--- config.mk ---
export PLATFORM = sky130hd
export DESIGN_NAME = interval_timer
export DESIGN_NICKNAME = d
export VERILOG_FILES = /design/src/logic/res_err_pkg.sv /design/src/logic/interval_timer.sv
export SDC_FILE = /design/constraint.sdc
export NUM_CORES = 1
export LEC_CHECK = 0
export BUFFER_PORTS_ARGS = -buffer_cell sky130_fd_sc_hd__buf_2
export CAP_MARGIN = 20
export CORE_AREA = 2 2 39 41
export DETAILED_ROUTE_END_ITERATION = 8
export DIE_AREA = 0 0 41 43
export MAX_ROUTING_LAYER = met4
export PLACE_DENSITY_LB_ADDON = 0.15
export REMOVE_ABC_BUFFERS = 1
export SYNTH_ARGS = -nofsm -noshare
export SYNTH_HDL_FRONTEND = slang
export SYNTH_SLANG_ARGS = --single-unit
--- constraint.sdc ---
create_clock -name clk -period 2 [get_ports clk]
set_input_delay 0.2 -clock clk [delete_from_list [all_inputs] [get_ports clk]]
set_output_delay 0.2 -clock clk [all_outputs]
set_load 0.02 [all_outputs]
--- src/logic/res_err_pkg.sv ---
package res_err_pkg;

    // Stream geometry
    localparam int lane_count   = 4;
    localparam int window_words = 3;

    localparam int sym_width  = 3;
    localparam int code_width = 8;

    // Channel estimate, tap 0 is the precursor and tap 1 the main cursor
    localparam int tap_count  = 4;
    localparam int tap_width  = 8;
    localparam int chan_shift = 2;

    localparam int sum_width = tap_width + sym_width + $clog2(tap_count);
    localparam int est_width = 12;
    localparam int err_width = 12;

    // Sign-sign LMS
    localparam int acc_width    = 10;
    localparam int adapt_period = 32;
    localparam int fill_cycles  = 2;
    localparam int timer_width  = $clog2(adapt_period);

    typedef logic signed [sym_width-1:0]  sym_t;
    typedef logic signed [code_width-1:0] code_t;
    typedef logic signed [tap_width-1:0]  tap_t;
    typedef logic signed [sum_width-1:0]  sum_t;
    typedef logic signed [est_width-1:0]  est_t;
    typedef logic signed [err_width-1:0]  err_t;
    typedef logic signed [acc_width-1:0]  acc_t;
    typedef logic [timer_width-1:0]       timer_t;

    typedef sym_t  [lane_count-1:0] sym_word_t;
    typedef code_t [lane_count-1:0] code_word_t;
    typedef est_t  [lane_count-1:0] est_word_t;
    typedef err_t  [lane_count-1:0] err_word_t;
    typedef tap_t  [tap_count-1:0]  taps_t;

    // Index 0 holds the oldest word
    typedef sym_word_t [window_words-1:0] sym_window_t;

    typedef enum logic [1:0] {
        FILL,
        IDLE,
        ACCUM,
        APPLY
    } adapt_state_t;

    // Highest index first, so this reads 0, 16, 64, 0 from tap 3 down
    localparam taps_t tap_init = {tap_t'(0), tap_t'(16), tap_t'(64), tap_t'(0)};

    localparam tap_t tap_max = tap_t'(2 ** (tap_width - 1) - 1);
    localparam tap_t tap_min = tap_t'(-(2 ** (tap_width - 1)));

    // Timer runs load value plus one cycles
    localparam timer_t adapt_reload = timer_t'(adapt_period - 1);

endpackage

--- src/logic/interval_timer.sv ---
`timescale 1ns/10ps

module interval_timer (
    input  logic                clk,
    input  logic                rst,
    input  logic                load,
    input  res_err_pkg::timer_t load_value,
    input  logic                count,
    output logic                done
);

    import res_err_pkg::*;

    timer_t remaining;

    // Reset starts the pipeline fill wait
    always_ff @(posedge clk) begin
        if (rst) begin
            remaining <= timer_t'(fill_cycles);
        end else if (load) begin
            remaining <= load_value;
        end else if (count && remaining != '0) begin
            remaining <= remaining - timer_t'(1);
        end
    end

    assign done = (remaining == '0) && !load;

endmodule

; After elaboration in Yosys (flattened, before gate mapping)
; Index checks and enable logic that the tools add are counted.
[word_totals]
register_bits = 5
input_bits = 9
output_inout_bits = 1
wordCells = 10
[op_classes]
addsub = 1
muxes = 2
reduce_logical = 6
[op_table]
columns = op, n
row1 = 5-bit two-way mux, 2
row2 = 5-bit zero test, 1
row3 = 5-bit nonzero test, 1
row4 = 5-bit by 1-bit subtractor with 5-bit output (second input constant), 1
row5 = 1-bit logical AND, 2
row6 = 2-bit nonzero test, 1
row7 = 1-bit zero test, 1

; Depth between registers and ports, before layout
[depth]
depth_word = 4
mapped_depth = 5
mapped_depth_nobuf = 5

; Worst setup path after synthesis
; Ideal clock, no wire load.
[synth_timing]
path_type = register -> output
start = register remaining[0]
end = output port done
arrival_time_ps = 1242
required_ps = 1800
slack_ps = 558
stages_incl_launch_ff = 5
n_path_buf = 0
path_cell_list = dfxtp_1 inv_1 ha_1 nand2b_1 nor4_1
[synth_between]
elab_chain_cells = 2
[synth_rtl]
columns = element, line_no
row1 = start: declaration, interval_timer.sv:14  ; timer_t remaining;
row2 = start signal: assignment, interval_timer.sv:19  ; remaining <= timer_t'(fill_cycles);
row3 = start signal: assignment, interval_timer.sv:21  ; remaining <= load_value;
row4 = start signal: assignment, interval_timer.sv:23  ; remaining <= remaining - timer_t'(1);
row5 = 5-bit zero test, interval_timer.sv:27  ; assign done = (remaining == '0) && !load;
row6 = 1-bit logical AND, interval_timer.sv:27
row7 = end: declaration, interval_timer.sv:9  ; output logic done
; Every way passes these cells.

; Worst setup path in the final report
; Same ends and word-level chain as after synthesis.

==> results.cfg <==
[clocking]
cts_setup_buffers = 0
ctsHoldBuffers = 0
clock_sinks = 5
clk_latency_ns = 0.25
root_buffer = clkbuf_4
cts_tree = yes
cts_buffer_depth = 2
post_cts_resized = 0
path_clk_slew_ns = 0.05
cts-htree-levels = 1
numCtsBuffers = 3

[final_layout]
design_area_um2 = 387
final_nets = 61
syn_to_final_growth_pct = 28.8
largest-register = remaining
reg_top3 = remaining: 5 flops
largest_reg_flops = 5
num_antenna_cells = 0
drive_gt1_frac = 0.280

[pwr]
p_per_area_nw_per_um2 = 739
p_total_mw = 0.286
power_frac_seq = 0.406
ir_worst_vdd_mv = 0.255
power.leakage_nw = 0.160
p_comb_frac = 0.169
internal-power_mw = 0.206
switchingPower_mw = 0.0791
clkPwrFrac = 0.425
power.share.switching = 0.277

[drt]
postRouteWirelength_um = 706
wl_per_cell_um = 10.7
first_pass_iters = 4
dr.max_layer_used = met4
drt-met1-wl_um = 342
drt_iter0_markers = 4
drc = 0
met3_length_um = 54
vias = 322
vias_per_cell = 4.88
wl_met2_um = 289
ant_nets = 0

[floorplanning]
die_w_um = 41
fp.dieArea_um2 = 1760
boundaryPins = 10
rows = 14
fp.dieH_um = 43
core-area_um2 = 1380
initial_core_util = 0.217

[setup_path]
critPathCaptureType = output port
path_cells = inv_1, ha_1, nand2b_1, nor4_1, buf_2
critPathLaunchType = flip-flop
critPathSlowestCell = dfxtp_1
crit_buf_inv = 2
rrSetupSlack_ns = 0.52
critPathKind = flip-flop to output port
worstPathRequired_ns = 1.80
cp.arrival_ns = 1.30
path_max_fanout = 4
regToRegStartpoint = remaining[0]$_SDFFE_PP0P_
crit_family = flip-flops
cpPeakStageDelay_ns = 0.31
startpoint = remaining[0]$_SDFFE_PP0P_

[placed_design]
hpwl_um = 547
gp_congestion = 0.735
port_buffers = 9
placed_area_um2 = 360

[logic_synthesis]
synth_seq_area_share = 0.333
ys_ff_latch = 5
syn-instance-count = 38
yosysWarnings = 0
synth_area_um2 = 300
syn_area_per_cell_um2 = 7.90
synth_area_leaders = dfxtp_1, a21oi_1, nand2_1, nor4b_2, or4_1
yosysTopAreaCellShare = 0.333
synth_cell_types = 23
yosysTopAreaCell = dfxtp_1

[flow_run]
cap_violations = 0

[global_route]
grt_pass1_wl_um = 1200
overflow = 0
grt_pass1_vias = 304
antenna_found_initial = 0
grt_max_degree = 10
grt.total_usage = 0.106

[min_path]
hold_start = load_value[1]
hp-class = primary input to flip-flop

[timing]
max_freq_ghz = 0.666
setup_viol = 0
final.min_clock_period_ns = 1.50
relSlewSlack = 0.776
fin_crit_sh = 0.751
rsz0062_at_grt = false
setup_tns_ns = 0
worst_pin_slew_ns = 0.334
hold_viol_final = 0
drv_slew = 0
clock_skew_ns = 0.00488

[status]
status = finished, final reports clean
## worst register-to-register path, cell delays in order, from the launching register on
cell and delay [ns]:
dfxtp_1 0.34, inv_1 0.06, ha_1 0.23, nor4b_2 0.19
or4_1 0.40, a31oi_1 0.18
## cell families after synthesis
logic type | after synthesis | share of synthesized area
XOR/XNOR | 1 | 0.0292
AND/OR/NAND/NOR | 15 | 0.312
buffers and inverters | 5 | 0.0666
flip-flops | 5 | 0.333
adder cells (fa/ha/maj) | 1 | 0.0417
AO/OA/AOI/OAI | 11 | 0.217
## cell usage in the layout, fill, tap and decap left out
cell      instances
clkbuf_1          1
nor3_1            1
or4b_1            1
o21ai_0           2
buf_2             9
nand2b_1          1
inv_2             1
dfxtp_1           5
o22ai_1           1
o311ai_0          1
inv_1             3
nand3_1           2
ha_1              1
nor4b_2           1
nor4_1            1
a31oi_1           1
a311oi_1          1
a21oi_1           4
nor3b_1           1
or4_1             2
xnor2_1           1
nand2_1           4
o21ai_1           1
clkbuf_4          3
nor2_1            1
## synth_stat cells
| cell | count |
|---|---|
| a21oi_1 | 4 |
| a311oi_1 | 1 |
| a31oi_1 | 1 |
| buf_2 | 1 |
| dfxtp_1 | 5 |
| ha_1 | 1 |
| inv_1 | 3 |
| inv_2 | 1 |
| nand2_1 | 4 |
| nand2b_1 | 1 |
| nand3_1 | 2 |
| nor2_1 | 1 |
| nor3_1 | 1 |
| nor3b_1 | 1 |
| nor4_1 | 1 |
| nor4b_2 | 1 |
| o21ai_0 | 2 |
| o21ai_1 | 1 |
| o22ai_1 | 1 |
| o311ai_0 | 1 |
| or4_1 | 2 |
| or4b_1 | 1 |
| xnor2_1 | 1 |
## area by class of cell
class | instances | area [um2]
flip-flops and latches | 5 | 100
clock buffers | 4 | 26.3
well taps | 16 | 20.0
inverters | 4 | 15.0
repair buffers | 9 | 45.0
multi-input cells | 28 | 180
fillers | 162 | 997
## layer usage
layer	global-route usage	vias up
li1	-	166
met1	0.135	147
met2	0.131	7
met3	0.0366	2
met4	0.0800	0
met5	-	-
## stage by stage
step	cells	setup slack [ns]	hold WS (ns)	util
finish	66	0.498	0.182	0.279
global route	66	0.419	0.199	0.279
CTS	66	0.494	0.183	0.279
detailed placement	62	0.549	0.435	0.260
global placement	62	0.536	0.436	0.260
floorplan	37	0.558	0.269	-
## power groups by stage
stage          clock network [mW]  logic [mW]  registers [mW]
3_3_place_gp                    0      0.0492           0.118
4_1_cts                     0.124      0.0489           0.116
6_report                    0.121      0.0483           0.116
3_5_place_dp                    0      0.0484           0.118
5_1_grt                     0.131      0.0547           0.117
2_1_floorplan                   0      0.0303           0.115
## final timing paths
kind / depth (start not counted) / endpoint
min: 3 / remaining[1]$_SDFFE_PP1P_
max reg2reg: 5 / remaining[2]$_SDFFE_PP0P_
max: 5 / done
min reg2reg: 2 / remaining[0]$_SDFFE_PP0P_
Note: power is estimated with default switching activity, not from simulation.
