--- config.mk ---
export PLATFORM = sky130hd
export DESIGN_NAME = res_err_datapath
export DESIGN_NICKNAME = d
export VERILOG_FILES = /design/src/logic/res_err_pkg.sv /design/src/logic/channel_filter.sv /design/src/logic/res_err_datapath.sv /design/src/logic/word_pipe.sv
export SDC_FILE = /design/constraint.sdc
export NUM_CORES = 1
export LEC_CHECK = 0
export BUFFER_PORTS_ARGS = -buffer_cell sky130_fd_sc_hd__buf_4
export CORE_UTILIZATION = 55
export DETAILED_ROUTE_END_ITERATION = 8
export MAX_ROUTING_LAYER = met4
export PLACE_DENSITY = 0.74
export SETUP_SLACK_MARGIN = 0.3
export SYNTH_ARGS = -nofsm -noshare
export SYNTH_HDL_FRONTEND = slang
export SYNTH_SLANG_ARGS = --single-unit
--- constraint.sdc ---
create_clock -name clk -period 13 [get_ports clk]
set_input_delay 1.95 -clock clk [delete_from_list [all_inputs] [get_ports clk]]
set_output_delay 1.95 -clock clk [all_outputs]
set_load 0.1 [all_outputs]
--- src/logic/res_err_pkg.sv ---
package res_err_pkg;

    // Stream geometry
    localparam int lane_count   = 4;
    localparam int window_words = 3;

    localparam int sym_width  = 3;
    localparam int code_width = 8;

    // Channel estimate, tap 0 is the precursor and tap 1 the main cursor
    localparam int tap_count  = 4;
    localparam int tap_width  = 8;
    localparam int chan_shift = 2;

    localparam int sum_width = tap_width + sym_width + $clog2(tap_count);
    localparam int est_width = 12;
    localparam int err_width = 12;

    // Sign-sign LMS
    localparam int acc_width    = 10;
    localparam int adapt_period = 32;
    localparam int fill_cycles  = 2;
    localparam int timer_width  = $clog2(adapt_period);

    typedef logic signed [sym_width-1:0]  sym_t;
    typedef logic signed [code_width-1:0] code_t;
    typedef logic signed [tap_width-1:0]  tap_t;
    typedef logic signed [sum_width-1:0]  sum_t;
    typedef logic signed [est_width-1:0]  est_t;
    typedef logic signed [err_width-1:0]  err_t;
    typedef logic signed [acc_width-1:0]  acc_t;
    typedef logic [timer_width-1:0]       timer_t;

    typedef sym_t  [lane_count-1:0] sym_word_t;
    typedef code_t [lane_count-1:0] code_word_t;
    typedef est_t  [lane_count-1:0] est_word_t;
    typedef err_t  [lane_count-1:0] err_word_t;
    typedef tap_t  [tap_count-1:0]  taps_t;

    // Index 0 holds the oldest word
    typedef sym_word_t [window_words-1:0] sym_window_t;

    typedef enum logic [1:0] {
        FILL,
        IDLE,
        ACCUM,
        APPLY
    } adapt_state_t;

    // Highest index first, so this reads 0, 16, 64, 0 from tap 3 down
    localparam taps_t tap_init = {tap_t'(0), tap_t'(16), tap_t'(64), tap_t'(0)};

    localparam tap_t tap_max = tap_t'(2 ** (tap_width - 1) - 1);
    localparam tap_t tap_min = tap_t'(-(2 ** (tap_width - 1)));

    // Timer runs load value plus one cycles
    localparam timer_t adapt_reload = timer_t'(adapt_period - 1);

endpackage

--- src/logic/channel_filter.sv ---
`timescale 1ns/10ps

module channel_filter (
    input  res_err_pkg::sym_window_t window,
    input  res_err_pkg::taps_t       taps,
    output res_err_pkg::est_word_t   est
);

    import res_err_pkg::*;

    // Flattened stream position q maps to word q / lane_count, lane q % lane_count.
    // Lanes of the middle word sit at lane_count .. 2*lane_count-1.
    always_comb begin
        int   pos;
        sum_t sum;
        sym_t sym_v;
        tap_t tap_v;

        for (int i = 0; i < lane_count; i++) begin
            sum = '0;
            for (int j = 0; j < tap_count; j++) begin
                // Tap 0 looks one symbol ahead
                pos   = lane_count + i + 1 - j;
                sym_v = window[pos / lane_count][pos % lane_count];
                tap_v = taps[j];
                sum   = sum + sum_t'(tap_v) * sum_t'(sym_v);
            end
            est[i] = est_t'(sum >>> chan_shift);
        end
    end

endmodule

--- src/logic/res_err_datapath.sv ---
`timescale 1ns/10ps

module res_err_datapath (
    input  logic                     clk,
    input  logic                     rst,
    input  res_err_pkg::sym_word_t   sym_in,
    input  res_err_pkg::code_word_t  code_in,
    input  res_err_pkg::taps_t       taps,
    output res_err_pkg::err_word_t   err_out,
    output res_err_pkg::sym_word_t   sym_out,
    output res_err_pkg::sym_window_t sym_window
);

    import res_err_pkg::*;

    sym_window_t filt_window;
    est_word_t   est;
    code_word_t  code_aligned;
    err_word_t   err_next;

    // Symbol stages 2, 1, 0 as the filter window, newest word at the top
    always_ff @(posedge clk) begin
        if (rst) begin
            filt_window <= '0;
        end else begin
            filt_window <= {sym_in, filt_window[window_words-1:1]};
        end
    end

    channel_filter chan_filt_i (
        .window (filt_window),
        .taps   (taps),
        .est    (est)
    );

    // Codes wait for the lookahead word
    word_pipe #(
        .payload_t (code_word_t),
        .depth     (2)
    ) code_pipe_i (
        .clk  (clk),
        .rst  (rst),
        .din  (code_in),
        .dout (code_aligned)
    );

    always_comb begin
        est_t  est_v;
        code_t code_v;

        for (int i = 0; i < lane_count; i++) begin
            est_v       = est[i];
            code_v      = code_aligned[i];
            err_next[i] = err_t'(est_v) - err_t'(code_v);
        end
    end

    word_pipe #(
        .payload_t (err_word_t),
        .depth     (1)
    ) err_pipe_i (
        .clk  (clk),
        .rst  (rst),
        .din  (err_next),
        .dout (err_out)
    );

    // Window held one more cycle to line up with err_out
    word_pipe #(
        .payload_t (sym_window_t),
        .depth     (1)
    ) sym_pipe_i (
        .clk  (clk),
        .rst  (rst),
        .din  (filt_window),
        .dout (sym_window)
    );

    assign sym_out = sym_window[1];

endmodule

--- src/logic/word_pipe.sv ---
`timescale 1ns/10ps

module word_pipe #(
    parameter type payload_t = logic,
    parameter int  depth     = 1
) (
    input  logic     clk,
    input  logic     rst,
    input  payload_t din,
    output payload_t dout
);

    payload_t stage [depth];

    always_ff @(posedge clk) begin
        if (rst) begin
            for (int s = 0; s < depth; s++) begin
                stage[s] <= '0;
            end
        end else begin
            stage[0] <= din;
            for (int s = 1; s < depth; s++) begin
                stage[s] <= stage[s-1];
            end
        end
    end

    assign dout = stage[depth-1];

endmodule

# == Yosys cells after proc, flatten, opt, wreduce, memory -nomap -nowiden ==
# Memories as Yosys holds them, arrays and structs flattened.
# Cells that the tools add are included.
# totals
mem_bits_rw,148
input_bits,78
mem_count,3
out_inout_bits,96
ff_bits,36
# op_classes
mux,9
reduce_logical,2
n_addsub,16
multipliers,16
bitwise,2
# memory_table
name,depth,width,rd,rd_clocked_by_memory_dff,write_ports,line_no,rtl
code_pipe_i.stage,2,32,2,0,2,word_pipe.sv:13,payload_t stage [depth];
err_pipe_i.stage,1,48,1,0,1,word_pipe.sv:13,
sym_pipe_i.stage,1,36,1,0,1,word_pipe.sv:13,
# op_table
op,n
$mul A8 B3 Y11,16
$add A13 B13 Y13,7
$add A13 B11 Y13,5
$mux W32,2
$mux W48,1
$reduce_or A48 Y1,1
$sub A11 B8 Y12,4
$mux W36,1
$reduce_or A36 Y1,1
$mux W1,5
$or A1 B1 Y1,2

# == Longest topological paths before layout ==
# depth
ltp_word,6
depth_mapped,32
depth_no_buf,31

# == By module ==
# Synthesis repeated with hierarchy kept, for this count alone.
# unflattened
cells_unflattened,2370
area_unflattened_um2,22103.7
# by_module_without_submodules
mod,cells_per_inst,n_inst,seq_area_each_um2,area_each_um2
channel_filter,1653,1,0.0,14516.4
res_err_datapath,374,1,720.7,3129.3
word_pipe at code_pipe_i,167,1,1281.2,2158.3
word_pipe at err_pipe_i,101,1,960.9,1305.0
word_pipe at sym_pipe_i,75,1,720.7,994.7

# == Worst setup path before layout ==
# OpenSTA, ideal clock, no wires.
# synth_path
path_kind,input to register
startpoint,input port taps[10] (netlist name)
endpoint,memory err_pipe_i.stage[0][47] (netlist name)
cell_stages,27
setup_time_ps,70
required_time_ps,12930
setup_slack_ps,4354
arrival_ps,8576
path_cell_list,clkbuf_1 -> nand2_1 -> fa_1 -> inv_1 -> fa_1 -> ha_1 -> fa_1 -> a21o_1 -> a21oi_1 -> xnor2_1 -> ha_1 -> fa_1 -> inv_1 -> fa_1 -> fa_1 -> inv_1 -> ha_1 -> and2_1 -> a311oi_2 -> o21ai_0 -> xnor2_1 -> ha_1 -> and2_1 -> a22o_1 -> a311oi_1 -> o2111ai_1 -> a21oi_1
# synth_between
elab_chain_cells,6
# synth_rtl
element,line_no,rtl
"start, declared",res_err_datapath.sv:8,"input res_err_pkg::taps_t taps,"
$mul A8 B3 Y11,channel_filter.sv:26,sum = sum + sum_t'(tap_v) * sum_t'(sym_v);
$add A13 B13 Y13,channel_filter.sv:26,
$add A13 B11 Y13 (2 in a row),channel_filter.sv:26,
$sub A11 B8 Y12,res_err_datapath.sv:54,err_next[i] = err_t'(est_v) - err_t'(code_v);
$mux W48 (no source line),-,
"end, declared",word_pipe.sv:13,
# Every way passes these cells.

# == Worst setup path after layout ==
# layout_path
startpoint,input port taps[8] (netlist name)
endpoint,memory err_pipe_i.stage[0][45] (netlist name)
# The elaborated chain is that of the path after synthesis.

==> reports/metrics.cfg <==
[final_layout]
nets = 3040
mostFrequentLayoutCells = 348 x inv_1, 289 x ha_1, 277 x fa_1, 185 x buf_4, 162 x nor2_1
final_common_cell = inv_1
area_growth_pct = 9.62
nFillCells = 3226
layout-drive-gt1-share_pct = 9.59
fin_util_pct = 61.0
stdcell_area_um2 = 22900
finalNonFillerCells = 2921

[synth]
netlist_area_um2 = 20900
yosysTopAreaCellShare_pct = 26.5
synth.area.top_cells = fa_1 27%, ha_1 17%, dfxtp_1 15%
synth_fp_nets = 2951
synth-seq-cells = 160
synth_top_area_cell = fa_1
synth_cell_type_count = 55
ys_warn_count = 0
ys_async_sr_fraction_pct = 0
ys_seq_area_share_pct = 15.3
ys.flop_type = dfxtp_1
avgSynthCellArea_um2 = 9.07
netlist_instances = 2307
synth_edf_count = 0

[sta]
slew_viol_final = 0
fin_ws_ps = 4350
fmax_mhz = 116
hold_viol_final = 0
maxSlewHeadroom_pct = 40.5
clock_skew_ps = 17.4
tightest_slew_ps = 893
period_share_pct = 66.5
setup_viol = 0
min_period_ps = 8650
rsz0062_at_grt = no
final.setup.tns_ps = 0

[setup_path]
slowest_delay_ps = 510
cpLargestDelayFamily = adder cells
arrival_ps = 8950
cp_slowest_cell = fa_1
crit_top_cell = fa_1
cp_max_fo = 12
worstSetupPathType = input pin to register
start_kind = input pin
worstSetupEndpointType = register
required_ps = 13300
worst-path-buf-inv = 4

[clock_tree]
postCtsResizedCells = 0
postCtsSetupRepairBufs = 0
cts.sinks = 160
cts_buffer_depth = 2
h-tree-depth = 4
path_clk_slew_ps = 80
cts-root-buf = clkbuf_16
cts_hold_buf = 0
cts_buffers = 17
cts_tree = built
clk_latency_ps = 440

[floorplanning]
initial_core_util_pct = 55.7
die_area_um2 = 38800
core_region_area_um2 = 37600
num_rows = 71
die-width_um = 197
die_h_um = 197
pin_count = 174

[global_route]
grt_pass1_vias = 16100
grt_max_degree = 92
track_usage_pct = 27.7
antenna_found_initial = 1
grt_pass1_wl_mm = 81.3
grt_overflow = 0

[status]
outcome = complete, no violations

[placed_design]
dp_cells = 2888
placed_area_um2 = 22400
port_buffers = 173
dp_hpwl_mm = 40.1
pre_cts_ws_ps = 3910
gp_congestion = 0.971

[routing]
wl_mm = 50.0
drt_iter0_markers = 804
first_pass_iters = 5
drtAntennaViolNets = 0
vias_per_cell = 5.36
num_vias = 15700
wl_per_cell_um = 17.1
drc = 0

[run]
max_cap_viol_count = 0

[pwr]
ir_drop_v = 0.000188
static-leakage-power_uw = 0.0117
p_per_area_nw_per_um2 = 142

[worst_hold_path]
hp-class = register to register

==> worst register-to-register path: stages, from the launching register on <==
cell,delay [ps]
dfxtp_1,660
inv_1,420
nor2_1,240
fa_1,460
ha_1,290
ha_1,220
fa_1,470
a21o_1,190
a21oi_1,240
xnor2_1,180
ha_1,280
fa_1,510
inv_1,60
fa_1,500
fa_1,500
inv_1,40
ha_1,340
and2_1,200
a311oi_2,350
o21ai_0,160
xnor2_1,150
ha_1,330
and2_1,210
a22o_1,190
a311oi_1,390
xnor2_1,170
nor2_1,50
==> logic make-up (layout without fill, tap and decap cells) <==
family | after synthesis | after routing | share of synthesized area, %
mux | 2 | 2 | 0.108
fa+ha+maj | 566 | 566 | 43.8
buf+inv | 465 | 567 | 8.99
flops | 160 | 160 | 15.3
compound gates | 258 | 258 | 8.16
simple gates | 699 | 699 | 17.1
xor+xnor | 157 | 157 | 6.57
other cells | 0 | 1 | 0
==> through the flow <==
stage	power, uW	hold slack [ps]
after floorplan	2310	414
after global placement	2720	418
after detailed placement	2770	423
after CTS	3270	435
after global routing	3490	452
final	3250	429
==> worst paths after layout <==
kind	start	to	slack (ps)	cells past startpoint
hold / removal	filt_window[29]	sym_pipe_i.stage[0][29]	430	1
setup / recovery	taps[8]	err_pipe_i.stage[0][45]	4350	27
hold reg to reg	filt_window[29]	sym_pipe_i.stage[0][29]	430	1
setup reg to reg	filt_window[23]	err_pipe_i.stage[0][45]	5050	26
==> synth_stat cells, types with 3 or more instances <==
cell type and n:
a211oi_1 8, a21o_1 47, a21oi_1 70, a311oi_1 5, a31oi_1 4, and2_1 155, and3_1 3, buf_1 5
buf_4 36, clkbuf_1 74, dfxtp_1 160, fa_1 277, ha_1 289, inv_1 348, nand2_1 150, nand2b_1 65
nand3_1 9, nor2_1 162, nor2b_1 124, nor3_1 17, o211ai_1 4, o21a_1 13, o21ai_0 54, o21bai_1 12
o221ai_1 3, o31a_1 4, o41ai_1 14, or2_2 4, xnor2_1 109, xor2_1 48
==> power by group <==
part	internal, uW	switching (uW)	total, uW
Sequential	571	27.5	599
Clock	250	231	481
Combinational	779	1390	2170
==> final cells by class <==
type                    count  area (um2)  area share [%]
well taps                 511         639            2.79
inverters                 350        1310            5.73
clock inverters            15         124           0.540
clock buffers              17         425            1.85
flip-flops and latches    160        3200            14.0
repair buffers            185        1390            6.06
diodes                      1        2.50          0.0109
multi-input cells        1682       15800            69.1
==> registers in the layout, summed over array words and instances, names as in the netlist <==
name               cells
filt_window           29
err_pipe_i.stage      48
code_pipe_i.stage     64
sym_pipe_i.stage      19
==> per-layer routing <==
metal	routed length, um	share of wire (%)	track usage (%)
met1	20100	40	32.7
met2	25400	51	48.2
met3	2390	4.8	2.80
met4	2210	4.4	11.6
met5	0	0	-
Power figures use the tool's default switching activity.
