$ cat config.mk
export PLATFORM = sky130hd
export DESIGN_NAME = tap_adapter
export DESIGN_NICKNAME = d
export VERILOG_FILES = /design/src/logic/res_err_pkg.sv /design/src/logic/tap_adapter.sv
export SDC_FILE = /design/constraint.sdc
export NUM_CORES = 1
export LEC_CHECK = 0
export BUFFER_PORTS_ARGS = -buffer_cell sky130_fd_sc_hd__buf_2
export CAP_MARGIN = 40
export CORE_AREA = 2 2 121 123
export DETAILED_ROUTE_END_ITERATION = 7
export DIE_AREA = 0 0 123 125
export PLACE_DENSITY = 0.66
export SYNTH_ARGS = -nofsm -noshare
export SYNTH_HDL_FRONTEND = slang
export SYNTH_SLANG_ARGS = --single-unit
$ cat constraint.sdc
create_clock -name clk -period 5.35 [get_ports clk]
set_input_delay 0.535 -clock clk [delete_from_list [all_inputs] [get_ports clk]]
set_output_delay 0.535 -clock clk [all_outputs]
set_load 0.02 [all_outputs]
$ cat src/logic/res_err_pkg.sv
package res_err_pkg;

    // Stream geometry
    localparam int lane_count   = 4;
    localparam int window_words = 3;

    localparam int sym_width  = 3;
    localparam int code_width = 8;

    // Channel estimate, tap 0 is the precursor and tap 1 the main cursor
    localparam int tap_count  = 4;
    localparam int tap_width  = 8;
    localparam int chan_shift = 2;

    localparam int sum_width = tap_width + sym_width + $clog2(tap_count);
    localparam int est_width = 12;
    localparam int err_width = 12;

    // Sign-sign LMS
    localparam int acc_width    = 10;
    localparam int adapt_period = 32;
    localparam int fill_cycles  = 2;
    localparam int timer_width  = $clog2(adapt_period);

    typedef logic signed [sym_width-1:0]  sym_t;
    typedef logic signed [code_width-1:0] code_t;
    typedef logic signed [tap_width-1:0]  tap_t;
    typedef logic signed [sum_width-1:0]  sum_t;
    typedef logic signed [est_width-1:0]  est_t;
    typedef logic signed [err_width-1:0]  err_t;
    typedef logic signed [acc_width-1:0]  acc_t;
    typedef logic [timer_width-1:0]       timer_t;

    typedef sym_t  [lane_count-1:0] sym_word_t;
    typedef code_t [lane_count-1:0] code_word_t;
    typedef est_t  [lane_count-1:0] est_word_t;
    typedef err_t  [lane_count-1:0] err_word_t;
    typedef tap_t  [tap_count-1:0]  taps_t;

    // Index 0 holds the oldest word
    typedef sym_word_t [window_words-1:0] sym_window_t;

    typedef enum logic [1:0] {
        FILL,
        IDLE,
        ACCUM,
        APPLY
    } adapt_state_t;

    // Highest index first, so this reads 0, 16, 64, 0 from tap 3 down
    localparam taps_t tap_init = {tap_t'(0), tap_t'(16), tap_t'(64), tap_t'(0)};

    localparam tap_t tap_max = tap_t'(2 ** (tap_width - 1) - 1);
    localparam tap_t tap_min = tap_t'(-(2 ** (tap_width - 1)));

    // Timer runs load value plus one cycles
    localparam timer_t adapt_reload = timer_t'(adapt_period - 1);

endpackage

$ cat src/logic/tap_adapter.sv
`timescale 1ns/10ps

module tap_adapter (
    input  logic                     clk,
    input  logic                     rst,
    input  res_err_pkg::err_word_t   err_out,
    input  res_err_pkg::sym_window_t sym_window,
    input  logic                     acc_en,
    input  logic                     apply,
    input  logic                     clear,
    output res_err_pkg::taps_t       taps
);

    import res_err_pkg::*;

    acc_t acc  [tap_count];
    acc_t corr [tap_count];

    // Sign-sign correlation of error with the symbol each tap multiplies
    always_comb begin
        int   pos;
        logic err_neg;
        logic sym_neg;
        sym_t sym_v;

        for (int j = 0; j < tap_count; j++) begin
            corr[j] = '0;
            for (int i = 0; i < lane_count; i++) begin
                pos     = lane_count + i + 1 - j;
                sym_v   = sym_window[pos / lane_count][pos % lane_count];
                err_neg = err_out[i][err_width-1];
                sym_neg = sym_v[sym_width-1];
                if (err_neg == sym_neg) begin
                    corr[j] = corr[j] + acc_t'(1);
                end else begin
                    corr[j] = corr[j] - acc_t'(1);
                end
            end
        end
    end

    always_ff @(posedge clk) begin
        if (rst) begin
            taps <= tap_init;
            for (int j = 0; j < tap_count; j++) begin
                acc[j] <= '0;
            end
        end else if (clear) begin
            for (int j = 0; j < tap_count; j++) begin
                acc[j] <= '0;
            end
        end else if (apply) begin
            for (int j = 0; j < tap_count; j++) begin
                // Step against the correlation, saturating
                if (acc[j] > 0 && taps[j] != tap_min) begin
                    taps[j] <= taps[j] - tap_t'(1);
                end else if (acc[j] < 0 && taps[j] != tap_max) begin
                    taps[j] <= taps[j] + tap_t'(1);
                end
                acc[j] <= '0;
            end
        end else if (acc_en) begin
            for (int j = 0; j < tap_count; j++) begin
                acc[j] <= acc[j] + corr[j];
            end
        end
    end

endmodule

## Yosys cells after proc, flatten, opt, wreduce, memory -nomap -nowiden

Memories as Yosys holds them, arrays and structs flattened.
Cells that the tools add are included.

- Bits in registers: 32
- Bits in writable memories: 40
- Output and inout bits: 32
- Input bits: 89
- Word-level logic and storage cells: 152
- Memories: 1

- Muxes and demuxes: 50
- Reductions and logical operators: 16
- Bitwise operators: 13
- Add/sub/neg operators: 36
- Magnitude comparators: 8
- Equality and inequality tests: 24

Memories:

| name | depth | width | read ports | clocked after Yosys merged registers in | wr ports | RTL line | source |
|---|---|---|---|---|---|---|---|
| acc | 4 | 10 | 4 | 0 | 4 | tap_adapter.sv:16 | `acc_t acc [tap_count];` |

Operators by type and width:

| operator | count |
|---|---|
| 10-bit 2-to-1 mux | 28 |
| 10-bit by 2-bit adder with 10-bit output, second input constant | 12 |
| 10-bit by 2-bit subtractor with 10-bit output, second input constant | 12 |
| 8-bit 2-to-1 mux | 8 |
| 8-bit != test, second input constant | 8 |
| 10-bit adder | 4 |
| 10-bit by 1-bit greater-than comparator with 1-bit output, second input constant | 4 |
| 10-bit by 1-bit < comparator with 1-bit output, second input constant | 4 |
| 8-bit by 2-bit adder with 8-bit output, second input constant | 4 |
| 8-bit by 2-bit subtractor with 8-bit output, second input constant | 4 |
| 1-bit == test | 16 |
| 1-bit 2-to-1 mux | 14 |
| 1-bit bitwise OR | 12 |
| 3-bit AND reduction | 4 |
| 1-bit logical AND | 8 |
| 2-bit nonzero test | 4 |
| 1-bit inverter | 1 |

## Depth between registers and ports, before layout

Gate-level depths: netlist of the first run.

- Depth after elaboration: 10
- Mapped depth: 14
- Gate-level depth less buffers: 14

## Worst setup path before layout of the first run

Ideal clock, no wire load.

- Kind: input-to-reg
- From: input sym_window[17] (netlist name)
- To: memory acc[2][6] (netlist name) (data pin)
- Data arrival time: 3498 ps
- Required time: 5215 ps
- Path slack: 1717 ps
- Cell stages on the path: 12
- Setup time: 135 ps
- Path buffers: 0
- Cell sequence: xor2_1 fa_1 inv_1 ha_1 o21ai_0 nand2b_1 fa_1 ha_1 a21o_1 a21oi_1 or4b_2 nand3_1

RTL lines:

| item | RTL line | source |
|---|---|---|
| from (decl) | tap_adapter.sv:7 | `input res_err_pkg::sym_window_t sym_window,` |
| to (decl) | tap_adapter.sv:16 |  |

==> results of run 1 <==
==> power by group through the flow <==
| stage | Clock [mW] | Combinational [mW] | Sequential, mW |
|---|---|---|---|
| finish | 0.601 | 1.26 | 0.665 |
| global placement | 0 | 1.19 | 0.672 |
| floorplan | 0 | 0.959 | 0.699 |
| global route | 0.639 | 1.42 | 0.675 |
| detailed placement | 0 | 1.25 | 0.676 |
| CTS | 0.613 | 1.26 | 0.665 |
==> per-stage QoR <==
step | hold WS, ns | cell area, µm² | setup slack (ns) | std cells | utilization
floorplan | 0.5640 | 6198 | 1.717 | 653 | -
global placement | 0.4975 | 6585 | 1.317 | 869 | 0.4636
detailed placement | 0.5071 | 6615 | 1.193 | 872 | 0.4657
CTS | 0.5144 | 6923 | 1.547 | 888 | 0.4874
global route | 0.5460 | 6930 | 1.317 | 889 | 0.4879
finish | 0.5139 | 6930 | 1.499 | 889 | 0.4879
==> sequential cells by signal, summed over array words and instances, names as in the netlist <==
signal  flops
acc        36
taps       32
==> cells by family (layout without fill, tap and decap cells) <==
kind of cell	Yosys count	count (layout)	share of synthesized area
compound gates	170	170	0.1728
xor+xnor	48	48	0.07509
fa+ha+maj	96	96	0.2277
buf+inv	63	115	0.04178
flops	68	68	0.2778
mux	19	19	0.03210
simple gates	189	189	0.1728
==> final timing paths <==
check | slack, ns | cells after the start | end
setup / recovery | 1.50 | 14 | acc[3][7]
hold / removal | 0.51 | 2 | taps[4]
setup reg to reg | 2.29 | 10 | taps[15]
hold reg to reg | 0.51 | 2 | taps[4]
==> worst max-delay path: stages <==
cell and delay (ns):
buf_2 0.13, xor2_1 0.17, fa_1 0.61, inv_1 0.06, ha_1 0.31, o21ai_0 0.18, nand2b_1 0.11, fa_1 0.47
ha_1 0.34, a211oi_1 0.43, o21bai_1 0.14, a21oi_1 0.19, xor2_1 0.18, nor2_1 0.06
==> per-layer routing <==
layer  GRT usage  vias to the layer above  share of wire
met2      0.2850                      112           0.46
met1      0.2449                     2383           0.48
met5           0                        -              0
met4     0.04679                        0          0.012
met3     0.02965                       13          0.046
li1            -                     2493              -
==> cells in the final DEF (no fill, tap or decap), drive strengths merged, types with 8 or more instances in the layout <==
master / Yosys / final
nor2b: 16 / 16
nor3: 8 / 8
and3: 8 / 8
inv: 48 / 49
or3: 8 / 8
nand4b: 8 / 8
o21ai: 42 / 42
edfxtp: 36 / 36
o211ai: 11 / 11
a21o: 17 / 17
ha: 68 / 68
clkbuf: 6 / 14
xor2: 24 / 24
xnor2: 21 / 21
o21bai: 8 / 8
or4b: 8 / 8
buf: 9 / 51
nand2: 24 / 24
nor2: 53 / 53
nand2b: 15 / 15
a211oi: 20 / 20
fa: 28 / 28
dfxtp: 32 / 32
mux2i: 12 / 12
nor4: 12 / 12
a21oi: 44 / 44
nand3: 11 / 11
==> layout make-up <==
class	instances	area (µm²)	share of cell area
Multi-Input combinational cell	522	4218	0.6086
Clock buffer	14	296.5	0.04279
Timing Repair Buffer	51	272.8	0.03936
Inverter	48	180.2	0.02600
Sequential cell	68	1722	0.2484
Clock inverter	2	11.26	0.001625
Tap cell	184	230.2	0.03322
==> summary.txt, run 1 <==
Post-synth EDFFs: 36
WL final: 13150 µm
CP Capture Type: register
first-pass GRT wire length: 22320 µm
Slew HR: 0.5222
Synth area leaders: edfxtp_1 (17%), ha_1 (14%), dfxtp_1 (10%)
Post-CTS Setup Bufs: 0
total power: 2.530 mW
Max Cap Violations: 0
later-pin clock latency in the skew report: 0.33 ns
f_max: 0.2596 GHz
core area: 14200 µm²
CTS tree: done
final antenna-violating net count: 0
Final setup viols: 0
Area Growth Syn to Fin: 11.81%
root buffer cell: clkbuf_16
top cell type's share of synthesized area: 0.1744
largest net degree at the start of global routing: 38
Placer Congestion: 0.9061
arrival time worst endpoint: 3.91 ns
Max Root-Sink Buffers: 2
Worst VDD drop: 0.1941 mV
Synth top cells by count: ha_1 (68), nor2_1 (53), inv_1 (48)
CP Class: in2reg
Port Buf Inserts: 47
worst r2r src: acc[1][6]
Tightest Pin Transition: 0.7167 ns
switching part of the total: 0.3915
cts repair resizes: 0
I/O pins: 121
Mapped Nets: 838
DR pass1 iterations: 4
antenna violations before repair: 0
die width: 123 µm
layout cell share with drive strength beyond 1: 0.1121
Async SR Flop Fraction: 0
vias in the first global route: 4876
H-tree Lvls: 3
Comb power frac: 0.499
fin crit period: 3.851 ns
Worst setup SP type: input pin
TNS Setup: 0 ns
Initial Util: 0.4364
Static Leak: 3.193 nW
DP Wirelength: 10360 µm
sequential area share after synthesis: 0.2778
CTS Buf Count: 9
area leader, netlist: edfxtp_1
DRT iter0 DRCs: 210
CP startpoint: sym_window[14]
Final Hold Viols: 0
Worst-path clk slew: 0.05 ns
Max Clock Skew: 0.004696 ns
cell count after synthesis: 653
routed vias: 5001
WL/cell: 14.79 µm
Slew Viols, Final: 0
pwr/cell area: 365.1 nW/µm²
clock power share: 0.238
final period utilization: 0.7199
Switch Pwr: 0.9906 mW
Die Ht: 125 µm
# clock sinks: 68
hold buffer count at CTS: 0
Tightest Hold Check Type: reg2reg
RSZ-0062 raised after global routing: false
Final #Nets: 885
warnings from Yosys: 0
n_diodes: 0
Mapped Area: 6198 µm²
synthesized flop and latch total: 68
min-delay src: taps[4]
Global Route Usage Sum: 0.1765
Synth Flop Type: edfxtp_1
Remaining DRCs: 0
Filler cells: 1320
syn_area_per_cell: 9.492 µm²
Internal Power: 1.540 mW
Distinct cells, synth: 49
CP required: 5.41 ns
Worst Path Max Fanout: 4
Seq pwr share: 0.263
global route overflow: 0
via/cell ratio: 5.625
num rows: 44
outcome: completed
die area: 15380 µm²
most frequent cell after synthesis: ha_1
Note: power is estimated with default switching activity, not from simulation.
==> inputs of run 2 (changes only) <==
- clock period: 5.35 -> 3.89 ns (I/O delays scaled with it)
==> run 2 against run 1 <==
  * Worst setup slack lost 1.3 ns
  * Count of clock-buffer cells in the layout is the same
  * Global-route usage grew 0.29 points
  * Critical path depth is the same
  * Critical endpoint is now acc[0][7]
  * First-iteration DRC count grew 54%
  * Worst hold slack lost 0.0027 ns
  * Utilization grew 0.54 points
==> summary.txt, run 2 (synthesis gave the netlist of run 1 again) <==
outcome: completed
TNS Setup: 0 ns
Area Growth Syn to Fin: 13.04%
total power: 3.549 mW
H-tree Lvls: 3
CP Capture Type: register
WL final: 13260 µm
Initial Util: 0.4364
DP Wirelength: 10520 µm
Final Core Density: 0.4933
Die Ht: 125 µm
WL/cell: 14.74 µm
Final #Nets: 895
DRT iter0 DRCs: 324
dpl ws: -0.07206 ns
Tightest Hold Check Type: reg2reg
layout cell share with drive strength beyond 1: 0.1273
antenna violations before repair: 0
Tightest Pin Transition: 0.8998 ns
most common cell after layout, fill and taps aside: ha_1
core area: 14200 µm²
CTS Buf Count: 9
largest net degree at the start of global routing: 38
switching part of the total: 0.3880
num rows: 44
Slew HR: 0.3989
I/O pins: 121
Worst Path Max Fanout: 4
Static Leak: 3.245 nW
Worst setup SP type: input pin
DR pass1 iterations: 4
Worst-path clk slew: 0.05 ns
Global Route Usage Sum: 0.1794
Max Root-Sink Buffers: 2
die area: 15380 µm²
Switch Pwr: 1.377 mW
Remaining DRCs: 0
Comb power frac: 0.505
first-pass GRT wire length: 22610 µm
f_max: 0.2712 GHz
CP Class: in2reg
Placed Cells: 883
commonest non-fill, non-tap cells in the layout: ha_1 (68), nor2_1 (53), inv_1 (48)
final period utilization: 0.9478
register name with the most flops: acc
arrival time worst endpoint: 3.77 ns
routed vias: 5073
Top Registers: acc (36), taps (32)
global route overflow: 0
clock power share: 0.237
fin crit period: 3.687 ns
CTS tree: done
Post-CTS Setup Bufs: 0
CP startpoint: err_out[35]
Final Hold Viols: 0
Max Cap Violations: 0
cts repair resizes: 0
CP required: 3.97 ns
max reg flops: 36
post-layout instance count excluding filler cells: 899
die width: 123 µm
Slew Viols, Final: 0
n_diodes: 0
area post-placement: 6690 µm²
Port Buf Inserts: 47
later-pin clock latency in the skew report: 0.33 ns
Final setup viols: 0
vias in the first global route: 4957
final antenna-violating net count: 0
Final WS setup: 0.2031 ns
Worst VDD drop: 0.2220 mV
Internal Power: 2.172 mW
min-delay src: taps[28]
Finished Cell Area: 7007 µm²
via/cell ratio: 5.643
Placer Congestion: 0.8398
hold buffer count at CTS: 0
Max Clock Skew: 0.005710 ns
pwr/cell area: 506.6 nW/µm²
root buffer cell: clkbuf_16
RSZ-0062 raised after global routing: false
Min Hold Slack: 0.5112 ns
# clock sinks: 68
worst r2r src: acc[2][1]
Seq pwr share: 0.258
-- run 2: power groups by stage --
stage | clock network [mW] | logic, mW | registers, mW
global route | 0.888 | 2.03 | 0.927
finish | 0.843 | 1.79 | 0.915
floorplan | 0 | 1.32 | 0.961
detailed placement | 0 | 1.78 | 0.929
global placement | 0 | 1.69 | 0.924
CTS | 0.860 | 1.79 | 0.914
-- run 2: layout make-up --
class	instances	area, µm²
clock buffer	14	305.3
multi-input combinational	522	4218
timing repair buffer	61	340.3
tap	184	230.2
fill	1314	7197
clock inverter	2	11.26
inverter	48	180.2
sequential	68	1722
-- run 2: metal layers --
layer | vias to the layer above | share of wire | track usage
li1 | 2510 | - | -
met1 | 2446 | 0.48 | 0.2422
met2 | 106 | 0.47 | 0.2967
met3 | 11 | 0.041 | 0.03422
met4 | 0 | 0.0099 | 0.04211
met5 | - | 0 | 0
-- run 2: critical path: stages --
cell and delay, ns:
buf_2 0.14, xor2_1 0.18, fa_1 0.58, inv_1 0.06, ha_1 0.32, o21ai_0 0.17
nand2_1 0.10, fa_1 0.46, ha_1 0.34, a211oi_1 0.42, o21bai_1 0.16, a21oi_1 0.20
xor2_1 0.20, nor2_1 0.05
-- run 2: path summary, 6_finish.rpt --
| check | to | slack [ns] | cells after the start |
|---|---|---|---|
| worst min-delay path | taps[28] | 0.51 | 2 |
| worst max register to register | taps[22] | 0.83 | 10 |
| worst min register to register | taps[28] | 0.51 | 2 |
| worst max-delay path | acc[0][7] | 0.20 | 14 |
