--- src/logic/res_err_pkg.sv ---
package res_err_pkg;

    // Stream geometry
    localparam int lane_count   = 4;
    localparam int window_words = 3;

    localparam int sym_width  = 3;
    localparam int code_width = 8;

    // Channel estimate, tap 0 is the precursor and tap 1 the main cursor
    localparam int tap_count  = 4;
    localparam int tap_width  = 8;
    localparam int chan_shift = 2;

    localparam int sum_width = tap_width + sym_width + $clog2(tap_count);
    localparam int est_width = 12;
    localparam int err_width = 12;

    // Sign-sign LMS
    localparam int acc_width    = 10;
    localparam int adapt_period = 32;
    localparam int fill_cycles  = 2;
    localparam int timer_width  = $clog2(adapt_period);

    typedef logic signed [sym_width-1:0]  sym_t;
    typedef logic signed [code_width-1:0] code_t;
    typedef logic signed [tap_width-1:0]  tap_t;
    typedef logic signed [sum_width-1:0]  sum_t;
    typedef logic signed [est_width-1:0]  est_t;
    typedef logic signed [err_width-1:0]  err_t;
    typedef logic signed [acc_width-1:0]  acc_t;
    typedef logic [timer_width-1:0]       timer_t;

    typedef sym_t  [lane_count-1:0] sym_word_t;
    typedef code_t [lane_count-1:0] code_word_t;
    typedef est_t  [lane_count-1:0] est_word_t;
    typedef err_t  [lane_count-1:0] err_word_t;
    typedef tap_t  [tap_count-1:0]  taps_t;

    // Index 0 holds the oldest word
    typedef sym_word_t [window_words-1:0] sym_window_t;

    typedef enum logic [1:0] {
        FILL,
        IDLE,
        ACCUM,
        APPLY
    } adapt_state_t;

    // Highest index first, so this reads 0, 16, 64, 0 from tap 3 down
    localparam taps_t tap_init = {tap_t'(0), tap_t'(16), tap_t'(64), tap_t'(0)};

    localparam tap_t tap_max = tap_t'(2 ** (tap_width - 1) - 1);
    localparam tap_t tap_min = tap_t'(-(2 ** (tap_width - 1)));

    // Timer runs load value plus one cycles
    localparam timer_t adapt_reload = timer_t'(adapt_period - 1);

endpackage

--- src/logic/adapt_ctrl.sv ---
`timescale 1ns/10ps

module adapt_ctrl (
    input  logic clk,
    input  logic rst,
    input  logic adapt_en,
    input  logic done,
    output logic timer_load,
    output logic timer_count,
    output logic acc_en,
    output logic apply,
    output logic clear,
    output logic err_valid
);

    import res_err_pkg::*;

    adapt_state_t state;
    adapt_state_t state_next;

    always_ff @(posedge clk) begin
        if (rst) begin
            state <= FILL;
        end else begin
            state <= state_next;
        end
    end

    always_comb begin
        state_next = state;
        case (state)
            FILL: begin
                // IDLE reloads the timer before the first interval
                if (done) begin
                    state_next = IDLE;
                end
            end
            IDLE: begin
                if (adapt_en) begin
                    state_next = ACCUM;
                end
            end
            ACCUM: begin
                if (!adapt_en) begin
                    state_next = IDLE;
                end else if (done) begin
                    state_next = APPLY;
                end
            end
            APPLY: state_next = adapt_en ? ACCUM : IDLE;
            default: state_next = FILL;
        endcase
    end

    // Every entry into ACCUM starts a full interval
    assign timer_load  = (state_next == ACCUM) && (state != ACCUM);
    assign timer_count = (state == FILL) || (state == ACCUM);

    assign acc_en    = (state == ACCUM) && adapt_en;
    assign apply     = (state == APPLY) && adapt_en;
    assign clear     = (state == IDLE);
    assign err_valid = (state != FILL);

endmodule

--- config.mk ---
export PLATFORM = sky130hd
export DESIGN_NAME = adapt_ctrl
export DESIGN_NICKNAME = d
export VERILOG_FILES = /design/src/logic/res_err_pkg.sv /design/src/logic/adapt_ctrl.sv
export SDC_FILE = /design/constraint.sdc
export NUM_CORES = 1
export LEC_CHECK = 0
export ABC_AREA = 1
export BUFFER_PORTS_ARGS = -buffer_cell sky130_fd_sc_hd__buf_4
export CORE_AREA = 8 8 45 47
export DETAILED_ROUTE_END_ITERATION = 8
export DIE_AREA = 0 0 53 55
export GPL_ROUTABILITY_DRIVEN = 1
export PLACE_DENSITY = 0.37
export SKIP_LAST_GASP = 1
export SLEW_MARGIN = 20
export SYNTH_ARGS = -nofsm -noshare
export SYNTH_HDL_FRONTEND = slang
export SYNTH_SLANG_ARGS = --single-unit
--- constraint.sdc ---
create_clock -name clk -period 1 [get_ports clk]
set_clock_uncertainty 0.15 [all_clocks]
set_input_delay 0.1 -clock clk [delete_from_list [all_inputs] [get_ports clk]]
set_output_delay 0.1 -clock clk [all_outputs]
set_load 0.02 [all_outputs]
**Word-level counts from Yosys, hierarchy flattened**

Index checks and enable logic that the tools add are counted.
Widths: inputs -> output; s select.

- Equal/unequal tests: 5
- Muxes and demuxes: 6
- Reductions and logical operators: 6

Operators by type and width:

| kind | count |
|---|---|
| $mux 2 | 5 |
| $pmux 2 s4 | 1 |
| $eq 2x2->1 const B | 3 |
| $logic_and 1x1->1 | 3 |
| $eq 2x1->1 const B | 1 |
| $logic_not 2->1 | 1 |
| $ne 2x2->1 const B | 1 |
| $reduce_bool 2->1 | 1 |
| $logic_or 1x1->1 | 1 |

- Output and inout port bits: 6
- Register bits: 2
- Word-level logic and storage cells: 18
- Input bits: 4

**Logic depth before layout (Yosys ltp)**

Gate-level depths: netlist of run 1.

- Word-level depth: 5
- Depth in mapped cells: 4
- Mapped depth without buffers: 4

**Worst setup path before layout of run 1**

No wires, ideal clock.

- Path type: reg2out
- Start point: register state[0]
- End point: output apply
- Arrival time: 0.943 ns
- Required time: 0.750 ns
- Buffers on the path: 0
- Path slack: -0.193 ns
- Cell stages (with the launch flop): 3
- Cell sequence: dfxtp_1 inv_2 nor3_1

- Word-level cells in the longest chain between the ends: 2

Ends and longest elaborated chain:

| item | line | source |
|---|---|---|
| start, declared | adapt_ctrl.sv:18 | `adapt_state_t state;` |
| start signal, assigned | adapt_ctrl.sv:25 | `state <= state_next;` |
| $eq 2x2->1 | adapt_ctrl.sv:60 | `assign apply = (state == APPLY) && adapt_en;` |
| $logic_and 1x1->1 | adapt_ctrl.sv:60 |  |
| end, declared | adapt_ctrl.sv:11 | `output logic apply,` |

Every way passes these cells.

**Worst setup path in the final report of run 1**

- Start point: register state[0]
- End point: output timer_load

- Word-level cells in the longest chain between the ends: 5
- Elaborated cells on any way between the ends: 12
- Those cells by class: eq/ne (5); mux (5); reduce/logical (2)

Ends and longest elaborated chain:

| item | line | source |
|---|---|---|
| $mux 2 | adapt_ctrl.sv:46 | `end else if (done) begin` |
| $mux 2 | adapt_ctrl.sv:44 | `if (!adapt_en) begin` |
| $pmux 2 s4 | adapt_ctrl.sv:31 | `case (state)` |
| $eq 2x2->1 | adapt_ctrl.sv:56 | `assign timer_load = (state_next == ACCUM) && (state != ACCUM);` |
| $logic_and 1x1->1 * | adapt_ctrl.sv:56 |  |
| end, declared | adapt_ctrl.sv:8 | `output logic timer_load,` |

Every way passes the cells marked *; elsewhere a longest branch is shown, timed or not.

==> results of run 1 <==
==> metal layers <==
| layer | up-vias | GRT usage |
|---|---|---|
| li1 | 89 | - |
| met1 | 73 | 0.0394 |
| met2 | 10 | 0.0527 |
| met3 | 0 | 0.0321 |
| met4 | 0 | 0.0517 |
| met5 | - | 0 |
==> cell usage in the layout (no fill, tap or decap) <==
cell type / count
a21oi_4: 1
dlygate4sd3_1: 2
a21oi_1: 1
nand2_4: 1
nor3_4: 1
nor3_2: 1
nand2_8: 1
inv_6: 1
dfxtp_4: 2
buf_6: 4
o21ai_0: 1
inv_8: 1
nand2_1: 1
clkbuf_4: 3
buf_4: 11
inv_1: 1
nor2_1: 2
==> worst min-delay path, stage by stage <==
cell and delay (ps):
buf_4 120, nand2_4 70, buf_4 100, nor2_1 30
==> power breakdown <==
part           switching, mW  leakage, nW  internal [mW]
Clock                 0.0408       0.0138          0.132
Sequential           0.00898       0.0178         0.0840
Combinational         0.0690        0.136         0.0761
==> layout make-up <==
class / count / area, µm²
repair buffers: 17 / 148
clock buffers: 3 / 22.5
multi-input cells: 10 / 95.1
well taps: 16 / 20.0
fillers: 158 / 1030
flip-flops and latches: 2 / 47.5
inverters: 3 / 23.8
==> final timing paths <==
path | from | endpoint | slack [ps] | cells past startpoint
hold reg to reg | state[1] | state[0] | 470 | 2
hold / removal | adapt_en | state[1] | 90 | 4
setup reg to reg | state[0] | state[0] | -40 | 5
setup / recovery | state[0] | timer_load | -240 | 5
==> cell families after synthesis <==
logic type | Yosys count
simple gates | 7
compound gates | 3
buf+inv | 3
flops | 2
==> what timing repair did <==
item | in CTS | in global routing
setup buffers | 3 | 0
hold buffers | 2 | 0
resized for setup | 6 | 1
setup endpoints to repair | 6 | 7
endpoints found under the hold margin | 2 | 0
gates cloned | 0 | 0
pin swaps | 1 | 2
==> impl_metrics.yaml, run 1 <==
timing:
  hold_viol: 0
  rsz0062_at_grt: "true"
  slew_viol_final: 0
  max_freq_ghz: 0.807
  setup_viol: 7
  slew_headroom: 0.883
  min_period_over_period: 1.24
  setup_ws_ps: -240
  tightest_slew_ps: 174
  layout_min_cycle_time_ps: 1240
  holdWs_ps: 90.0
  fin_setup_tns_ps: -1210
cells_and_area:
  area_delta_synth_final_pct: 243
  final_nets: 41
  largest_register_ffs: 2
  top_register: "state"
  top_regs: "state: 2 flops"
  final_cell_count_no_fill: 51
  drive_above_1_share: 0.771
  utilization: 0.258
  final_cell_area_um2: 357
  antennaDiodeCount: 0
synth:
  synthDistinctLibCells: 10
  synth_top_family_by_area: "simple AND/OR/NAND/NOR gates"
  syn_nets: 19
  netlist_area_um2: 104
  syn_inst: 15
  synth-edff-count: 0
  synth_common_cells: "dfxtp_1, inv_2, nand2_2, nor2_1, nor3_1"
  async_flop_share: 0
  yosys.area_share.adder: 0
  synth_compound_area_frac: 0.181
  avgSynthCellArea_um2: 6.92
  synthMuxAreaShare: 0
  yosysTopAreaCellShare: 0.386
  synth_area_leaders: "dfxtp_1, nand2_2, nor3_1"
  ys.flop_type: "dfxtp_1"
  synthXorXnorAreaFrac: 0
  ys_seq_elements: 2
  yosysSeqAreaShare: 0.386
  yosys.area_share.simple: 0.325
  synth.yosys.warnings: 0
  yosysTopAreaCell: "dfxtp_1"
outcome:
  status: "finished with violations"
  violations: "setup timing"
clock_tree:
  clk_pin_slew_ps: 30
  clockBufferDepth: 2
  htree_num_levels: 1
  clock_sinks: 2
  insertion_delay_ps: 220
  cts_buffers: 3
  cts_tree: "built"
  clockRootBuffer: "clkbuf_4"
route:
  dr.pass1.iters: 1
  wl_um: 461
  viasPerCell: 3.37
  route.met3.wl_um: 67
  wl_met1_um: 214
  top_layer: "met3"
  drt_iter0_drc: 0
  drc: 0
  ant_nets: 0
  dr_wl_met2_um: 179
  wl_per_cell_um: 9.04
  vias: 172
floorplan:
  core-area_mm2: 0.00138
  design.die.area_mm2: 0.00292
  core.rowCount: 14
  die_height_um: 55
  floorplan.initialDensity: 0.0750
  ios: 10
  die-width_um: 53
setup_path:
  critical_path.slowest_cell: "dfxtp_4"
  required_ps: 750
  worst_setup_path_end_kind: "output pin"
  path_class: "flop to output pin"
  cp_num_buf_inv: 2
  worstPathCellList: "inv_8, nand2_8, nand2_4, a21oi_4, buf_6"
  cp_max_fo: 6
  critPathMaxStageDelay_ps: 370
  arrival_ps: 990
  critPathTopFamily: "flip-flops"
  worstSetupStartpointType: "flop"
min_path:
  hp-class: "primary input to flop"
pwr:
  ir_drop_v: 0.000414
  power_density_mw_per_mm2: 1150
  power_uw: 411
  p_leak_nw: 0.168
placed_design:
  port_buffers: 9
  dpl_cell_area_um2: 267
  dp_hpwl_um: 368
  gp_congestion: 0.700
  placed_cells: 43
  pre_cts_slack_ps: -43.5
global_routing:
  grt_overflow: 0
  track_usage: 0.0420
  grt_max_degree: 7
  grt_pass1_wl_um: 814
  grt_pass1_vias: 192
  antenna_found_initial: 0
job:
  cap_violations: 0
(Power assumes the default switching activity.)
==> run 2, diff against run 1 <==
SETUP_SLACK_MARGIN = 0.2   (was unset)
==> impl_metrics.yaml, run 2 (synthesis gave the netlist of run 1 again) <==
placed_design:
  port_buffers: 9
  gp_congestion: 0.604
  dp_hpwl_um: 346
  placed_cells: 42
outcome:
  status: "finished with violations"
  violations: "hold timing, setup timing"
cells_and_area:
  final_common_cell: "buf_4"
  final_nets: 39
  largest_register_ffs: 2
  antennaDiodeCount: 0
  utilization: 0.250
  final_cell_count_no_fill: 49
  area_delta_synth_final_pct: 234
  top_register: "state"
  drive_above_1_share: 0.818
  final_cell_mix: "buf_4, buf_6, clkbuf_4"
  top_regs: "state: 2 flops"
min_path:
  min_path_cells: 2
  min_from: "rst"
  hp-class: "primary input to flop"
  worstHoldEndpoint: "state[1]"
clock_tree:
  clockRootBuffer: "clkbuf_4"
  clock_sinks: 2
  insertion_delay_ps: 220
  cts_tree: "built"
  htree_num_levels: 1
  clk_pin_slew_ps: 30
  clockBufferDepth: 2
  cts_buffers: 3
route:
  dr.pass1.iters: 1
  dr_wl_met2_um: 176
  top_layer: "met3"
  vias: 162
  viasPerCell: 3.31
  wl_met1_um: 160
  wl_um: 432
  drt_iter0_drc: 0
  wl_per_cell_um: 8.82
  drc: 0
  route.met3.wl_um: 95
  ant_nets: 0
floorplan:
  die-width_um: 53
  floorplan.initialDensity: 0.0750
  ios: 10
  die_height_um: 55
  core.rowCount: 14
  core-area_mm2: 0.00138
  design.die.area_mm2: 0.00292
setup_path:
  cp_max_fo: 6
  worstPathCellList: "inv_8, nand2_8, nand2_4, a21oi_4, buf_6"
  required_ps: 750
  critPathMaxStageDelay_ps: 380
  timing.rr.start: "state[0]"
  rrSetupSlack_ps: -200
  r2r_cells: 7
  arrival_ps: 1010
  worstSetupStartpointType: "flop"
  r2r-end: "state[1]"
  path_class: "flop to output pin"
  worst_setup_path_end_kind: "output pin"
  critical_path.slowest_cell: "dfxtp_4"
job:
  cap_violations: 0
timing:
  max_freq_ghz: 0.796
  rsz0062_at_grt: "true"
  min_period_over_period: 1.26
  slew_viol_final: 0
  tightest_slew_ps: 184
  slew_headroom: 0.877
  setup_ws_ps: -257
  holdWs_ps: -123
  hold_viol: 2
  layout_min_cycle_time_ps: 1260
  setup_viol: 7
pwr:
  ir_drop_v: 0.000592
  power_density_mw_per_mm2: 1190
  p_leak_nw: 0.163
global_routing:
  grt_pass1_vias: 188
  grt_pass1_wl_um: 752
  antenna_found_initial: 0
  grt_overflow: 0
  track_usage: 0.0377
  grt_max_degree: 7
## run 2: changes by cell type in the layout (fill, tap and decap cells not counted), sizes merged
cell	before	now
dlygate4sd3	2	0
## run 2: repair_timing
action | CTS | global route
cloned | 0 | 0
endpoints found under the setup margin | 8 | 8
resized for setup | 6 | 0
hold endpoints to repair | 2 | 2
pin swaps | 1 | 2
buffers inserted | 3 | 1
## run 2: power breakdown
| group | internal (mW) | total (mW) | switching (mW) |
|---|---|---|---|
| clock | 0.132 | 0.179 | 0.0463 |
| sequential | 0.0840 | 0.0942 | 0.0102 |
| combinational | 0.0708 | 0.139 | 0.0680 |
| total | 0.287 | 0.412 | 0.124 |
## run 2: worst max-delay path, delay by kind of cell (launching register included)
family | cells | cell delay, ps
compound gates | 1 | 110
flops | 1 | 380
buf+inv | 2 | 190
simple gates | 2 | 100
## run 2: worst max path at each step
| stage | slack, ps | from | depth (start not counted) | endpoint |
|---|---|---|---|---|
| after floorplan | 10 | state[0] | 4 | timer_load |
| after global placement | -30 | state[0] | 5 | timer_load |
| after detailed placement | -40 | state[0] | 5 | timer_load |
| after CTS | -270 | state[0] | 5 | timer_load |
| after global routing | -310 | state[0] | 5 | timer_load |
| final | -260 | state[0] | 5 | timer_load |
## run 2: per-layer routing
layer	vias to the layer above	track usage
li1	84	-
met1	68	0.0395
met2	10	0.0410
met3	0	0.0267
met4	0	0.0517
met5	-	0
## run 2: area by class of cell
type	instances	area, µm²
fill	147	1040
timing repair buffer	15	131
multi-input combinational	10	101
sequential	2	47.5
inverter	3	23.8
clock buffer	3	22.5
tap	16	20.0
## run 2: per-stage QoR
stage / area, µm² / setup WS, ps / setup TNS [ps] / total power, mW
2_1_floorplan: 170 / 13.7 / 0 / 0.162
6_report: 347 / -257 / -1470 / 0.412
3_3_place_gp: 273 / -25.3 / -25.3 / 0.206
5_1_grt: 347 / -311 / -1860 / 0.452
3_5_place_dp: 273 / -40.2 / -40.2 / 0.208
4_1_cts: 339 / -272 / -1420 / 0.424
==> run 3, diff against run 2 <==
ABC_AREA = unset   (was 1)
==> impl_metrics.yaml, run 3 <==
outcome:
  status: "finished with violations"
  violations: "hold timing, setup timing"
route:
  vias: 133
  ant_nets: 0
  drc: 0
  drt_iter0_drc: 0
  viasPerCell: 3.24
  wl_um: 422
  dr.pass1.iters: 1
  wl_per_cell_um: 10.3
timing:
  min_period_over_period: 1.17
  setup_ws_ps: -172
  fin_setup_tns_ps: -921
  slew_viol_final: 0
  max_freq_ghz: 0.853
  setup_viol: 7
  hold_viol: 2
  rsz0062_at_grt: "true"
  holdWs_ps: -108
  tightest_slew_ps: 192
  layout_min_cycle_time_ps: 1170
  slew_headroom: 0.871
setup_path:
  worst_setup_path_end_kind: "output pin"
  timing.rr.start: "state[0]"
  critPathMaxStageDelay_ps: 360
  r2r_cells: 2
  critical_path.slowest_cell: "dfxtp_4"
  worstSetupStartpointType: "flop"
  arrival_ps: 920
  required_ps: 750
  path_class: "flop to output pin"
  critPathTopFamily: "flip-flops"
  rrSetupSlack_ps: -50
  worstPathCellList: "inv_4, and3_4, buf_6"
  cp_num_buf_inv: 2
  r2r-end: "state[0]"
  cp_max_fo: 5
min_path:
  worstHoldEndpoint: "state[1]"
  min_path_cells: 2
  min_from: "rst"
  hp-class: "primary input to flop"
placed_design:
  placed_cells: 37
  gp_congestion: 0.617
  port_buffers: 9
  pre_cts_slack_ps: 9.52
  dpl_cell_area_um2: 193
pwr:
  pwr-share-comb: 0.273
  swShare: 0.291
  seq_power_share: 0.250
  switchingPower_uw: 112
  p_clk_frac: 0.477
  ir_drop_v: 0.000334
  p_int_uw: 274
  power_density_mw_per_mm2: 1450
  p_leak_nw: 0.121
floorplan:
  ios: 10
  core.rowCount: 14
  core-area_mm2: 0.00138
  design.die.area_mm2: 0.00292
  die-width_um: 53
  die_height_um: 55
  floorplan.initialDensity: 0.0723
synth:
  ys.flop_type: "dfxtp_1"
  synth.yosys.warnings: 0
  ys_seq_elements: 2
  syn_nets: 16
  netlist_area_um2: 100
  synth_area_leaders: "dfxtp_1, or3b_1, and2_2"
  synthDistinctLibCells: 9
  synth-edff-count: 0
  avgSynthCellArea_um2: 8.34
  syn_inst: 12
  synth_common_cells: "dfxtp_1, inv_1, nor2_1"
  yosysSeqAreaShare: 0.400
  async_flop_share: 0
  yosysTopAreaCellShare: 0.400
  yosysTopAreaCell: "dfxtp_1"
cells_and_area:
  area_delta_synth_final_pct: 166
  drive_above_1_share: 0.920
  antennaDiodeCount: 0
  top_regs: "state: 2 flops"
  final_cell_mix: "buf_4, buf_6, clkbuf_4"
  final_cell_area_um2: 267
  final_nets: 31
  largest_register_ffs: 2
  final_cell_count_no_fill: 41
  top_register: "state"
clock_tree:
  clockRootBuffer: "clkbuf_4"
  clock_sinks: 2
  cts_tree: "built"
  insertion_delay_ps: 230
  clk_pin_slew_ps: 30
  htree_num_levels: 1
  clockBufferDepth: 2
  cts_buffers: 3
global_routing:
  grt_pass1_wl_um: 655
  grt_pass1_vias: 144
  antenna_found_initial: 0
  grt_overflow: 0
  grt_max_degree: 6
  track_usage: 0.0382
job:
  cap_violations: 0
[run 3: cell types whose count changed in the layout (fill, tap and decap cells not counted), sizes merged, moves of 2 or more]
| cell | delta |
|---|---|
| nand2 | -3 |
| and3 | +2 |
| a21oi | -2 |
| buf | -5 |
| nor3 | -2 |
[run 3: power groups by stage]
stage	registers (mW)	logic (mW)	clock network, mW
after global placement	0.0941	0.0826	0
after floorplan	0.0934	0.0436	0
after global routing	0.0979	0.113	0.223
final	0.0966	0.105	0.184
after CTS	0.0951	0.102	0.195
after detailed placement	0.0948	0.0853	0
[run 3: cell type report]
class,instances,area [µm²]
sequential,2,47.5
tap,16,20.0
timing repair buffer,10,93.8
clock buffer,3,22.5
inverter,2,10.0
multi-input combinational,8,72.6
fill,154,1120
[run 3: logic make-up after synthesis]
kind of cell | count (synthesis) | share of synthesized area
compound gates | 1 | 0.0750
simple gates | 7 | 0.450
flops | 2 | 0.400
buf+inv | 2 | 0.0750
[run 3: metal layers]
metal / part of all wire / global-route usage / wire length (µm) / vias up
met5: 0 / 0 / 0 / -
met1: 0.33 / 0.0303 / 141 / 56
met4: 0 / 0.0517 / 0 / 0
met3: 0.28 / 0.0588 / 119 / 0
li1: - / - / - / 67
met2: 0.38 / 0.0313 / 161 / 10
[run 3: how the worst max path moves through the flow]
| stage | start | to | cells after the start | slack, ps |
|---|---|---|---|---|
| final | state[0] | acc_en | 3 | -170 |
| after global routing | state[1] | err_valid | 3 | -220 |
| after CTS | state[0] | acc_en | 3 | -190 |
| after detailed placement | state[0] | state[0] | 2 | 10 |
| after global placement | state[0] | acc_en | 3 | 40 |
| after floorplan | state[0] | state[0] | 2 | 50 |
[run 3: timing repair]
item / in CTS / in global routing
setup endpoints to repair: 8 / 8
hold endpoints to repair: 2 / 2
pin swaps: 2 / 0
setup buffers: 1 / 0
gates resized for setup: 8 / 5
[run 3: metrics by stage]
stage          total power [mW]   util
5_1_grt                   0.433  0.193
6_report                  0.386  0.193
2_1_floorplan             0.137      -
4_1_cts                   0.393  0.180
3_3_place_gp              0.177  0.139
3_5_place_dp              0.180  0.139
